--- config.mk ---
export PLATFORM = sky130hd
export DESIGN_NAME = nes_cpu
export DESIGN_NICKNAME = d
export VERILOG_FILES = /design/src/logic/cpu_pkg.sv /design/src/logic/nes_cpu.sv /design/src/logic/bus_arbiter.sv /design/src/logic/sprite_dma.sv /design/src/logic/cpu_core.sv /design/src/logic/cpu_alu.sv
export SDC_FILE = /design/constraint.sdc
export NUM_CORES = 1
export LEC_CHECK = 0
export BUFFER_PORTS_ARGS = -buffer_cell sky130_fd_sc_hd__buf_2
export CAP_MARGIN = 20
export CORE_MARGIN = 8
export CORE_UTILIZATION = 35
export DETAILED_ROUTE_END_ITERATION = 16
export REMOVE_ABC_BUFFERS = 1
export SYNTH_ARGS = -nofsm -noshare
export SYNTH_HDL_FRONTEND = slang
export SYNTH_SLANG_ARGS = --single-unit
--- constraint.sdc ---
create_clock -name clock -period 8.1 [get_ports clock]
set_input_delay 1.215 -clock clock [delete_from_list [all_inputs] [get_ports clock]]
set_output_delay 1.215 -clock clock [all_outputs]
set_load 0.01 [all_outputs]
--- src/logic/cpu_pkg.sv ---
package cpu_pkg;

   localparam int ADDR_W = 16;
   localparam int DATA_W = 8;

   typedef logic [ADDR_W-1:0] addr_t;
   typedef logic [DATA_W-1:0] data_t;

   // group one opcode layout is aaa_bbb_cc
   typedef struct packed {
      logic [2:0] aaa;
      logic [2:0] bbb;
      logic [1:0] cc;
   } opcode_fields_t;

   // the fetched opcode, as a byte or split into its fields
   typedef union packed {
      data_t          raw;
      opcode_fields_t f;
   } opcode_u;

   // one peer's request for the shared bus
   typedef struct packed {
      addr_t addr;
      data_t wdata;
      logic  write;
      logic  request;
   } bus_req_t;

   // order follows the aaa field
   typedef enum logic [2:0] {
      ALU_ORA = 3'd0,
      ALU_AND = 3'd1,
      ALU_EOR = 3'd2,
      ALU_ADC = 3'd3,
      ALU_STA = 3'd4,
      ALU_LDA = 3'd5,
      ALU_CMP = 3'd6,
      ALU_SBC = 3'd7
   } alu_op_e;

   typedef struct packed {
      logic n;
      logic v;
      logic z;
      logic c;
   } flags_t;

   // writing here starts a sprite DMA
   localparam addr_t DMA_TRIGGER_ADDR = 16'h4014;
   // OAM data port
   localparam addr_t SPRITE_PORT_ADDR = 16'h2004;

   // bbb values for the two supported modes
   localparam logic [2:0] MODE_IMM = 3'b010;
   localparam logic [2:0] MODE_ABS = 3'b011;

   localparam logic [1:0] GROUP_ONE = 2'b01;

endpackage
--- src/logic/nes_cpu.sv ---
`timescale 1ns/1ps

module nes_cpu #(
   parameter cpu_pkg::addr_t RESET_PC = 16'h8000
) (
   input                  clock,
   input                  nreset,
   input  cpu_pkg::data_t data_in,
   output cpu_pkg::addr_t addr,
   output cpu_pkg::data_t data_out,
   output logic           rw
);

   cpu_pkg::bus_req_t cpu_req;
   cpu_pkg::bus_req_t dma_req;
   logic              cpu_ready;
   logic              dma_grant;

   cpu_core #(
      .RESET_PC(RESET_PC)
   ) core (
      .clock    (clock),
      .nreset   (nreset),
      .data_in  (data_in),
      .cpu_ready(cpu_ready),
      .cpu_req  (cpu_req)
   );

   // watches the arbiter's own bus outputs for the trigger write
   sprite_dma dma (
      .clock    (clock),
      .nreset   (nreset),
      .bus_addr (addr),
      .bus_data (data_out),
      .bus_rw   (rw),
      .data_in  (data_in),
      .dma_grant(dma_grant),
      .dma_req  (dma_req)
   );

   bus_arbiter arbiter (
      .cpu_req  (cpu_req),
      .dma_req  (dma_req),
      .cpu_ready(cpu_ready),
      .dma_grant(dma_grant),
      .addr     (addr),
      .data_out (data_out),
      .rw       (rw)
   );

endmodule

--- src/logic/bus_arbiter.sv ---
`timescale 1ns/1ps

module bus_arbiter (
   input  cpu_pkg::bus_req_t cpu_req,
   input  cpu_pkg::bus_req_t dma_req,
   output logic              cpu_ready,
   output logic              dma_grant,
   output cpu_pkg::addr_t    addr,
   output cpu_pkg::data_t    data_out,
   output logic              rw
);

   cpu_pkg::bus_req_t winner;
   logic              writing;

   // DMA has fixed priority over the CPU
   assign dma_grant = dma_req.request;
   assign cpu_ready = cpu_req.request && !dma_req.request;

   assign winner = dma_grant ? dma_req : cpu_req;

   // an idle winner shows up as a read
   assign writing = winner.request && winner.write;

   assign addr     = winner.addr;
   assign rw       = !writing;
   assign data_out = writing ? winner.wdata : 8'h00;

   always_comb begin
      assert (!(dma_grant && cpu_ready))
         else $error("bus granted to both CPU and DMA");
   end

endmodule

--- src/logic/sprite_dma.sv ---
`timescale 1ns/1ps

module sprite_dma (
   input                     clock,
   input                     nreset,
   input  cpu_pkg::addr_t    bus_addr,
   input  cpu_pkg::data_t    bus_data,
   input  logic              bus_rw,
   input  cpu_pkg::data_t    data_in,
   input  logic              dma_grant,
   output cpu_pkg::bus_req_t dma_req
);

   logic           active;
   logic [8:0]     count;
   cpu_pkg::data_t page;
   cpu_pkg::data_t buffer;
   logic           trigger_write;
   logic           start;

   // write to the trigger address on the shared bus
   assign trigger_write = !bus_rw && (bus_addr == cpu_pkg::DMA_TRIGGER_ADDR);
   assign start         = trigger_write && !dma_grant;

   // even count reads the page, odd count writes the sprite port
   always_comb begin
      dma_req.request = active;
      dma_req.write   = count[0];
      dma_req.wdata   = buffer;
      if (count[0]) begin
         dma_req.addr = cpu_pkg::SPRITE_PORT_ADDR;
      end else begin
         dma_req.addr = {page, count[8:1]};
      end
   end

   always_ff @(posedge clock) begin
      if (nreset) begin
         active <= 1'b0;
         count  <= '0;
      end else if (active) begin
         if (dma_grant) begin
            count <= count + 9'd1;
            if (count == 9'h1ff) begin
               active <= 1'b0;
            end
         end
      end else if (start) begin
         active <= 1'b1;
         count  <= '0;
      end
   end

   // page number and the byte in flight
   always_ff @(posedge clock) begin
      if (start && !active) begin
         page <= bus_data;
      end
      if (active && dma_grant && !count[0]) begin
         buffer <= data_in;
      end
   end

   no_retrigger: assert property (
      @(posedge clock) disable iff (nreset)
      active |-> !trigger_write
   );

endmodule

--- src/logic/cpu_core.sv ---
`timescale 1ns/1ps

module cpu_core #(
   parameter cpu_pkg::addr_t RESET_PC = 16'h8000
) (
   input                     clock,
   input                     nreset,
   input  cpu_pkg::data_t    data_in,
   input  logic              cpu_ready,
   output cpu_pkg::bus_req_t cpu_req
);

   cpu_pkg::addr_t   pc;
   cpu_pkg::data_t   a_reg;
   cpu_pkg::flags_t  flags;
   cpu_pkg::opcode_u opcode;
   cpu_pkg::addr_t   addr_latch;
   logic [1:0]       step;

   cpu_pkg::alu_op_e alu_op;
   cpu_pkg::data_t   alu_result;
   cpu_pkg::flags_t  alu_flags;
   logic             alu_writes_a;

   logic             group_one;
   logic             is_sta;
   logic             mode_imm;
   logic             mode_abs;
   logic [1:0]       last_step;
   logic             exec;

   // decode straight from the opcode fields
   assign alu_op    = cpu_pkg::alu_op_e'(opcode.f.aaa);
   assign group_one = (opcode.f.cc == cpu_pkg::GROUP_ONE);
   assign is_sta    = (alu_op == cpu_pkg::ALU_STA);

   // no immediate STA, so that one falls to a no-op
   assign mode_imm = group_one && (opcode.f.bbb == cpu_pkg::MODE_IMM) && !is_sta;
   assign mode_abs = group_one && (opcode.f.bbb == cpu_pkg::MODE_ABS);

   always_comb begin
      if (mode_abs) begin
         last_step = 2'd3;
      end else begin
         last_step = 2'd1;
      end
   end

   // operand cycle, data_in holds the value for the ALU
   assign exec = ((step == 2'd1) && mode_imm) || ((step == 2'd3) && mode_abs);

   cpu_alu alu (
      .op       (alu_op),
      .a        (a_reg),
      .operand  (data_in),
      .flags_in (flags),
      .result   (alu_result),
      .flags_out(alu_flags),
      .writes_a (alu_writes_a)
   );

   // bus request for the current step
   always_comb begin
      cpu_req         = '0;
      cpu_req.request = 1'b1;
      cpu_req.addr    = pc;
      if (step == 2'd3) begin
         cpu_req.addr  = addr_latch;
         cpu_req.write = is_sta;
         cpu_req.wdata = is_sta ? a_reg : 8'h00;
      end
   end

   // control and architectural state
   always_ff @(posedge clock) begin
      if (nreset) begin
         pc    <= RESET_PC;
         a_reg <= '0;
         flags <= '0;
         step  <= 2'd0;
      end else if (cpu_ready) begin
         if (exec) begin
            if (alu_writes_a) begin
               a_reg <= alu_result;
            end
            flags <= alu_flags;
         end

         case (step)
            2'd0: begin
               pc   <= pc + 16'd1;
               step <= 2'd1;
            end
            2'd1: begin
               if (mode_imm) begin
                  pc   <= pc + 16'd1;
                  step <= 2'd0;
               end else if (mode_abs) begin
                  pc   <= pc + 16'd1;
                  step <= 2'd2;
               end else begin
                  // dummy read, pc stays put
                  step <= 2'd0;
               end
            end
            2'd2: begin
               pc   <= pc + 16'd1;
               step <= 2'd3;
            end
            default: begin
               step <= 2'd0;
            end
         endcase
      end
   end

   // opcode and address latch
   always_ff @(posedge clock) begin
      if (cpu_ready) begin
         if (step == 2'd0) begin
            opcode.raw <= data_in;
         end
         if ((step == 2'd1) && mode_abs) begin
            addr_latch[7:0] <= data_in;
         end
         if (step == 2'd2) begin
            addr_latch[15:8] <= data_in;
         end
      end
   end

   // past the opcode fetch, the step stays within the decoded mode
   step_in_mode: assert property (
      @(posedge clock) disable iff (nreset)
      (step != 2'd0) |-> (step <= last_step)
   );

endmodule

--- src/logic/cpu_alu.sv ---
`timescale 1ns/1ps

module cpu_alu (
   input  cpu_pkg::alu_op_e op,
   input  cpu_pkg::data_t   a,
   input  cpu_pkg::data_t   operand,
   input  cpu_pkg::flags_t  flags_in,
   output cpu_pkg::data_t   result,
   output cpu_pkg::flags_t  flags_out,
   output logic             writes_a
);

   logic           subtract;
   logic           carry_in;
   cpu_pkg::data_t addend;
   logic [8:0]     sum;
   logic           overflow;

   // SBC and CMP add the inverted operand
   assign subtract = (op == cpu_pkg::ALU_SBC) || (op == cpu_pkg::ALU_CMP);
   assign addend   = subtract ? ~operand : operand;

   // CMP ignores the carry and always adds one
   assign carry_in = (op == cpu_pkg::ALU_CMP) ? 1'b1 : flags_in.c;

   assign sum = {1'b0, a} + {1'b0, addend} + {8'd0, carry_in};

   // signed overflow when both inputs share a sign the sum does not
   assign overflow = (a[7] == addend[7]) && (sum[7] != a[7]);

   always_comb begin
      result    = a;
      flags_out = flags_in;
      writes_a  = 1'b1;

      case (op)
         cpu_pkg::ALU_ORA: result = a | operand;
         cpu_pkg::ALU_AND: result = a & operand;
         cpu_pkg::ALU_EOR: result = a ^ operand;
         cpu_pkg::ALU_ADC,
         cpu_pkg::ALU_SBC: begin
            result      = sum[7:0];
            flags_out.c = sum[8];
            flags_out.v = overflow;
         end
         cpu_pkg::ALU_STA: begin
            // A goes out on the bus, nothing changes here
            writes_a = 1'b0;
         end
         cpu_pkg::ALU_LDA: result = operand;
         cpu_pkg::ALU_CMP: begin
            // difference only feeds the flags
            result      = sum[7:0];
            flags_out.c = sum[8];
            writes_a    = 1'b0;
         end
      endcase

      // N and Z follow the result for all but STA
      if (op != cpu_pkg::ALU_STA) begin
         flags_out.n = result[7];
         flags_out.z = (result == 8'h00);
      end
   end

endmodule

==> results by stage <==
Worst hold path:
- The type of the most critical hold path is register to register.

Setup path:
- The startpoint type of the worst setup path is a register.
- The worst reg2reg path depth is 10.
- The required time of the critical path is 6.88 ns.
- The worst reg-to-reg setup slack is between 4 and 5 ns.
- Walking the worst path, the cells encountered are nor2_1 > and3_1 > a22o_1 > buf_2.
- At the worst endpoint, the arrival time is 2.60 ns.
- The capture instance of the worst register-to-register path is core.a_reg[6]$_SDFFE_PP0P_.
- The critical register-to-register path startpoint is core.opcode[7]$_DFFE_PP_.
- The critical path is of the register to output pin type.
- Together, buffers and inverters on the worst path number 1.
- The kind of end point of the critical path is an output pin.
- Among all stages on the critical path, the largest delay is contributed by nor2_1.
- Along the worst path, the maximum fanout reaches 15.
- In this run the worst setup path terminates at data_out[6].
- The critical path runs through a total of 4 cells.
- The launch point of the worst path is core.opcode[6]$_DFFE_PP_.
- Broken down by cell family, the worst path's largest delay share belongs to simple AND/OR/NAND/NOR gates.
- The stage delay of the slowest cell on the critical path is 0.76 ns.

Power:
- Dividing total power by cell area gives a power density of 169.9 nW/um^2.
- Summed over all nets, the switching power comes to between 0.0002 and 0.00025 W.
- In this run, flip-flops and latches consume 49.2% of the power.
- The maximum vdd ir drop is 0.00009303 V.
- The design draws 0.0008639 W.
- The total leakage power is 1.963 nW.
- The clock network burns between 40% and 50% of the power.
- The relative contribution of combinational cells to total power is 8.9%.
- The internal power contribution is 0.0006515 W.
- In this run switching power makes up 24.58% of total power.

Clocking:
- Clock tree synthesis selected as its root buffer the cell clkbuf_16.
- The maximum level of the CTS H-tree is 3.
- Clock latency on the worst-skew pair, taken at its later pin, is roughly 0.33 ns.
- After clock tree synthesis, the clock-pin slew on the worst setup and hold paths is 0.06 ns.
- The number of clock buffers added by TritonCTS is 9.
- TritonCTS built the clock tree.
- Once the clock tree was built, the resizer swapped 0 gates to a different size.
- The clock passes through at most 2 buffers.
- For this design, the CTS-stage hold fixing added 0 buffers.
- The count of buffers added by post-CTS timing repair for setup is 0.
- The number of clock sinks is between 70 and 80.

Route:
- The number of DRC violations after detailed routing is 0.
- In the final routed layout, each cell accounts on average for 17.58 um.
- The detailed-route vias per instance is 5.400.
- After the first detailed-routing iteration, the DRC count stood at 399.
- Summing over every cut layer, the via total after detailed routing is around 3,600.
- The number of antenna-violating nets in the routed design is 0.
- The final routed wirelength across all metal layers is 11.87 mm.
- Before antenna repair, the detailed router went through 5 iterations.

Outcome:
- The flow ran to the end, and the final reports show no timing, DRC or antenna violations.

Logic synthesis:
- The synthesized design contains 40 enable-type register cells.
- In the synthesized netlist, the number of instances is 468.
- Counting flops and latches in the post-synthesis netlist gives 77.
- In the synthesized netlist the dominant register cell turns out to be edfxtp_1.
- The share of the Yosys chip area taken by registers is between 40% and 50%.
- After synthesis the cells add up to approximately 4500 um^2.
- Each instance of the synthesized netlist takes up on average 9.585 um^2.
- Of all flip-flops after synthesis, the portion carrying an async set or reset was 0%.
- The Yosys step of the flow raised 0 warnings.
- The number of different library cells used by synthesis comes to 65.

STA:
- The worst pin sits at a relative slew slack of 41.52%.
- The final critical-path share of the clock period is 47.12%.
- The number of slew-limit violations in the final report is 0.
- The final number of hold-violating endpoints is 0.
- The final total negative setup slack is 0 ns.
- The setup-violating endpoint count in the final report is 0.
- For the final database, setup skew stands at 0.009011 ns.
- Setup repair after global routing left no endpoint under its margin.
- For the finished layout, the period the worst path requires is ~3.8 ns.
- The highest achievable clock rate is 0.2620 GHz.
- Across all hold checks on the routed design, the worst slack comes to approximately 0.52 ns.
- For the pin with the worst max-slew slack, the measured transition is 0.8739 ns.

Floorplan:
- In this run the core area contains 41 standard-cell rows.
- The die outline width is 129.2 um.
- The chip height is 129.2 um.
- The area of the die is 16,690 um^2.
- Once the floorplan was initialized, standard cells occupied 35.69% of the core.
- The I/O pin count is 35.
- The floorplan step defined a core boundary enclosing 12,570 um^2.

Placed design:
- The placer's final routability congestion estimate is 0.9067.
- The count of buffers from port buffering is 34.
- The HPWL reported at the end of detailed placement is 8.585 mm.

GRT:
- The via count of the first global-routing pass is 3,471.
- The total global routing overflow is 0.
- Global routing used 14.58% of the available tracks across all layers.
- The first global-routing pass estimated approximately 19 mm of wire.
- Entering global routing, the biggest net connects 42 pins.
- The initial antenna violation count came to 0.

Final layout:
- The largest registers in the layout are core.addr_latch x16, core.pc x16, dma.count x9.
- The number of nets in the layout is 537.
- The leading cell type in the layout, fill and taps excluded is nor2_1.
- The fraction of layout instances using a drive strength above 1 is approximately an eighth.
- 0 antenna diodes ended up in the layout.
- The share of the core filled with cells is 40.45%.
- Relative to the synthesized area, the layout overhead comes to 13.33%.
- Leaving out fill and tap cells, the most frequent cells in the layout are 46 x nor2_1, 40 x edfxtp_1, 37 x dfxtp_1, 35 x nand2_1, 34 x buf_2.

Flow run:
- The total of max-cap violations is 0.
==> metal layers <==
layer  global-route usage (%)  part of all wire, %  up-vias
met3                    2.629                  4.6       10
met2                    23.68                   46       92
met1                    19.10                   48     1755
met5                        0                    0        -
met4                    4.838                  1.2        0
li1                         -                    -     1788
==> worst reg2reg max path, stage by stage, from the launching register on <==
cell      delay (ns)
edfxtp_1        0.77
nand2_1         0.47
xnor2_1         0.26
fa_1            0.46
fa_1            0.44
a211oi_1        0.29
o21bai_1        0.16
or4_1           0.41
nand3_1         0.10
a22oi_1         0.06
nor2_1          0.10
==> final cells by class <==
type | instances | area (um^2)
Timing Repair Buffer | 39 | 205.2
Inverter | 26 | 97.59
Multi-Input combinational cell | 345 | 2362
Fill cell | 1244 | 7485
Clock inverter | 5 | 28.78
Tap cell | 172 | 215.2
Clock buffer | 11 | 232.7
Sequential cell | 77 | 1942
==> power by group through the flow <==
stage / Clock [W] / Sequential [W] / Combinational (W)
finish: 0.000362 / 0.000425 / 0.0000769
global route: 0.000390 / 0.000426 / 0.0000855
CTS: 0.000370 / 0.000425 / 0.0000765
detailed placement: 0 / 0.000433 / 0.0000760
global placement: 0 / 0.000433 / 0.0000741
floorplan: 0 / 0.000430 / 0.0000503
==> Yosys cell counts (5+ instances only) <==
cell type | number | share of area [%]
a21o_1 | 10 | 1.7
a21oi_1 | 31 | 3.5
a22o_1 | 9 | 1.8
a22oi_1 | 5 | 0.84
a32o_1 | 7 | 1.6
and3_1 | 7 | 0.98
clkbuf_1 | 15 | 1.3
dfxtp_1 | 37 | 17
edfxtp_1 | 40 | 27
ha_1 | 27 | 7.5
inv_1 | 23 | 1.9
mux2i_1 | 8 | 1.8
nand2_1 | 35 | 2.9
nand2b_1 | 8 | 1.1
nand3_1 | 13 | 1.5
nand3b_1 | 5 | 0.84
nand4_1 | 8 | 1.1
nor2_1 | 46 | 3.8
nor3_1 | 8 | 0.89
o21ai_0 | 16 | 1.8
or3_1 | 5 | 0.70
xnor2_1 | 14 | 2.7
xor2_1 | 15 | 2.9
==> cell families after synthesis <==
kind of cell / share of synthesized area (%)
flip-flops: 43.29
adder cells (fa/ha/maj): 8.424
AND/OR/NAND/NOR: 19.50
multiplexers: 1.785
XOR/XNOR: 5.663
AO/OA/AOI/OAI: 17.30
buffers and inverters: 4.044
==> per-stage QoR <==
stage                     instances  worst slack (ns)  area [um^2]
after floorplan                 448             4.838         4402
after global placement          657             4.514         4810
after detailed placement        658             4.502         4817
after CTS                       674             4.249         5079
after global routing            675             4.141         5084
final                           675             4.284         5084
==> worst min path at each step <==
stage,from,to,slack (ns),cells past startpoint
floorplan,core.flags[0]$_SDFFE_PP0P_,core.flags[0]$_SDFFE_PP0P_,0.47,2
global placement,core.flags[0]$_SDFFE_PP0P_,core.flags[0]$_SDFFE_PP0P_,0.50,2
detailed placement,core.pc[15]$_SDFFE_PP1P_,core.pc[15]$_SDFFE_PP1P_,0.51,2
CTS,core.pc[1]$_SDFFE_PP0P_,core.pc[1]$_SDFFE_PP0P_,0.52,2
global route,core.pc[1]$_SDFFE_PP0P_,core.pc[1]$_SDFFE_PP0P_,0.54,2
finish,core.pc[1]$_SDFFE_PP0P_,core.pc[1]$_SDFFE_PP0P_,0.52,2
Note: power is estimated with default switching activity, not from simulation.
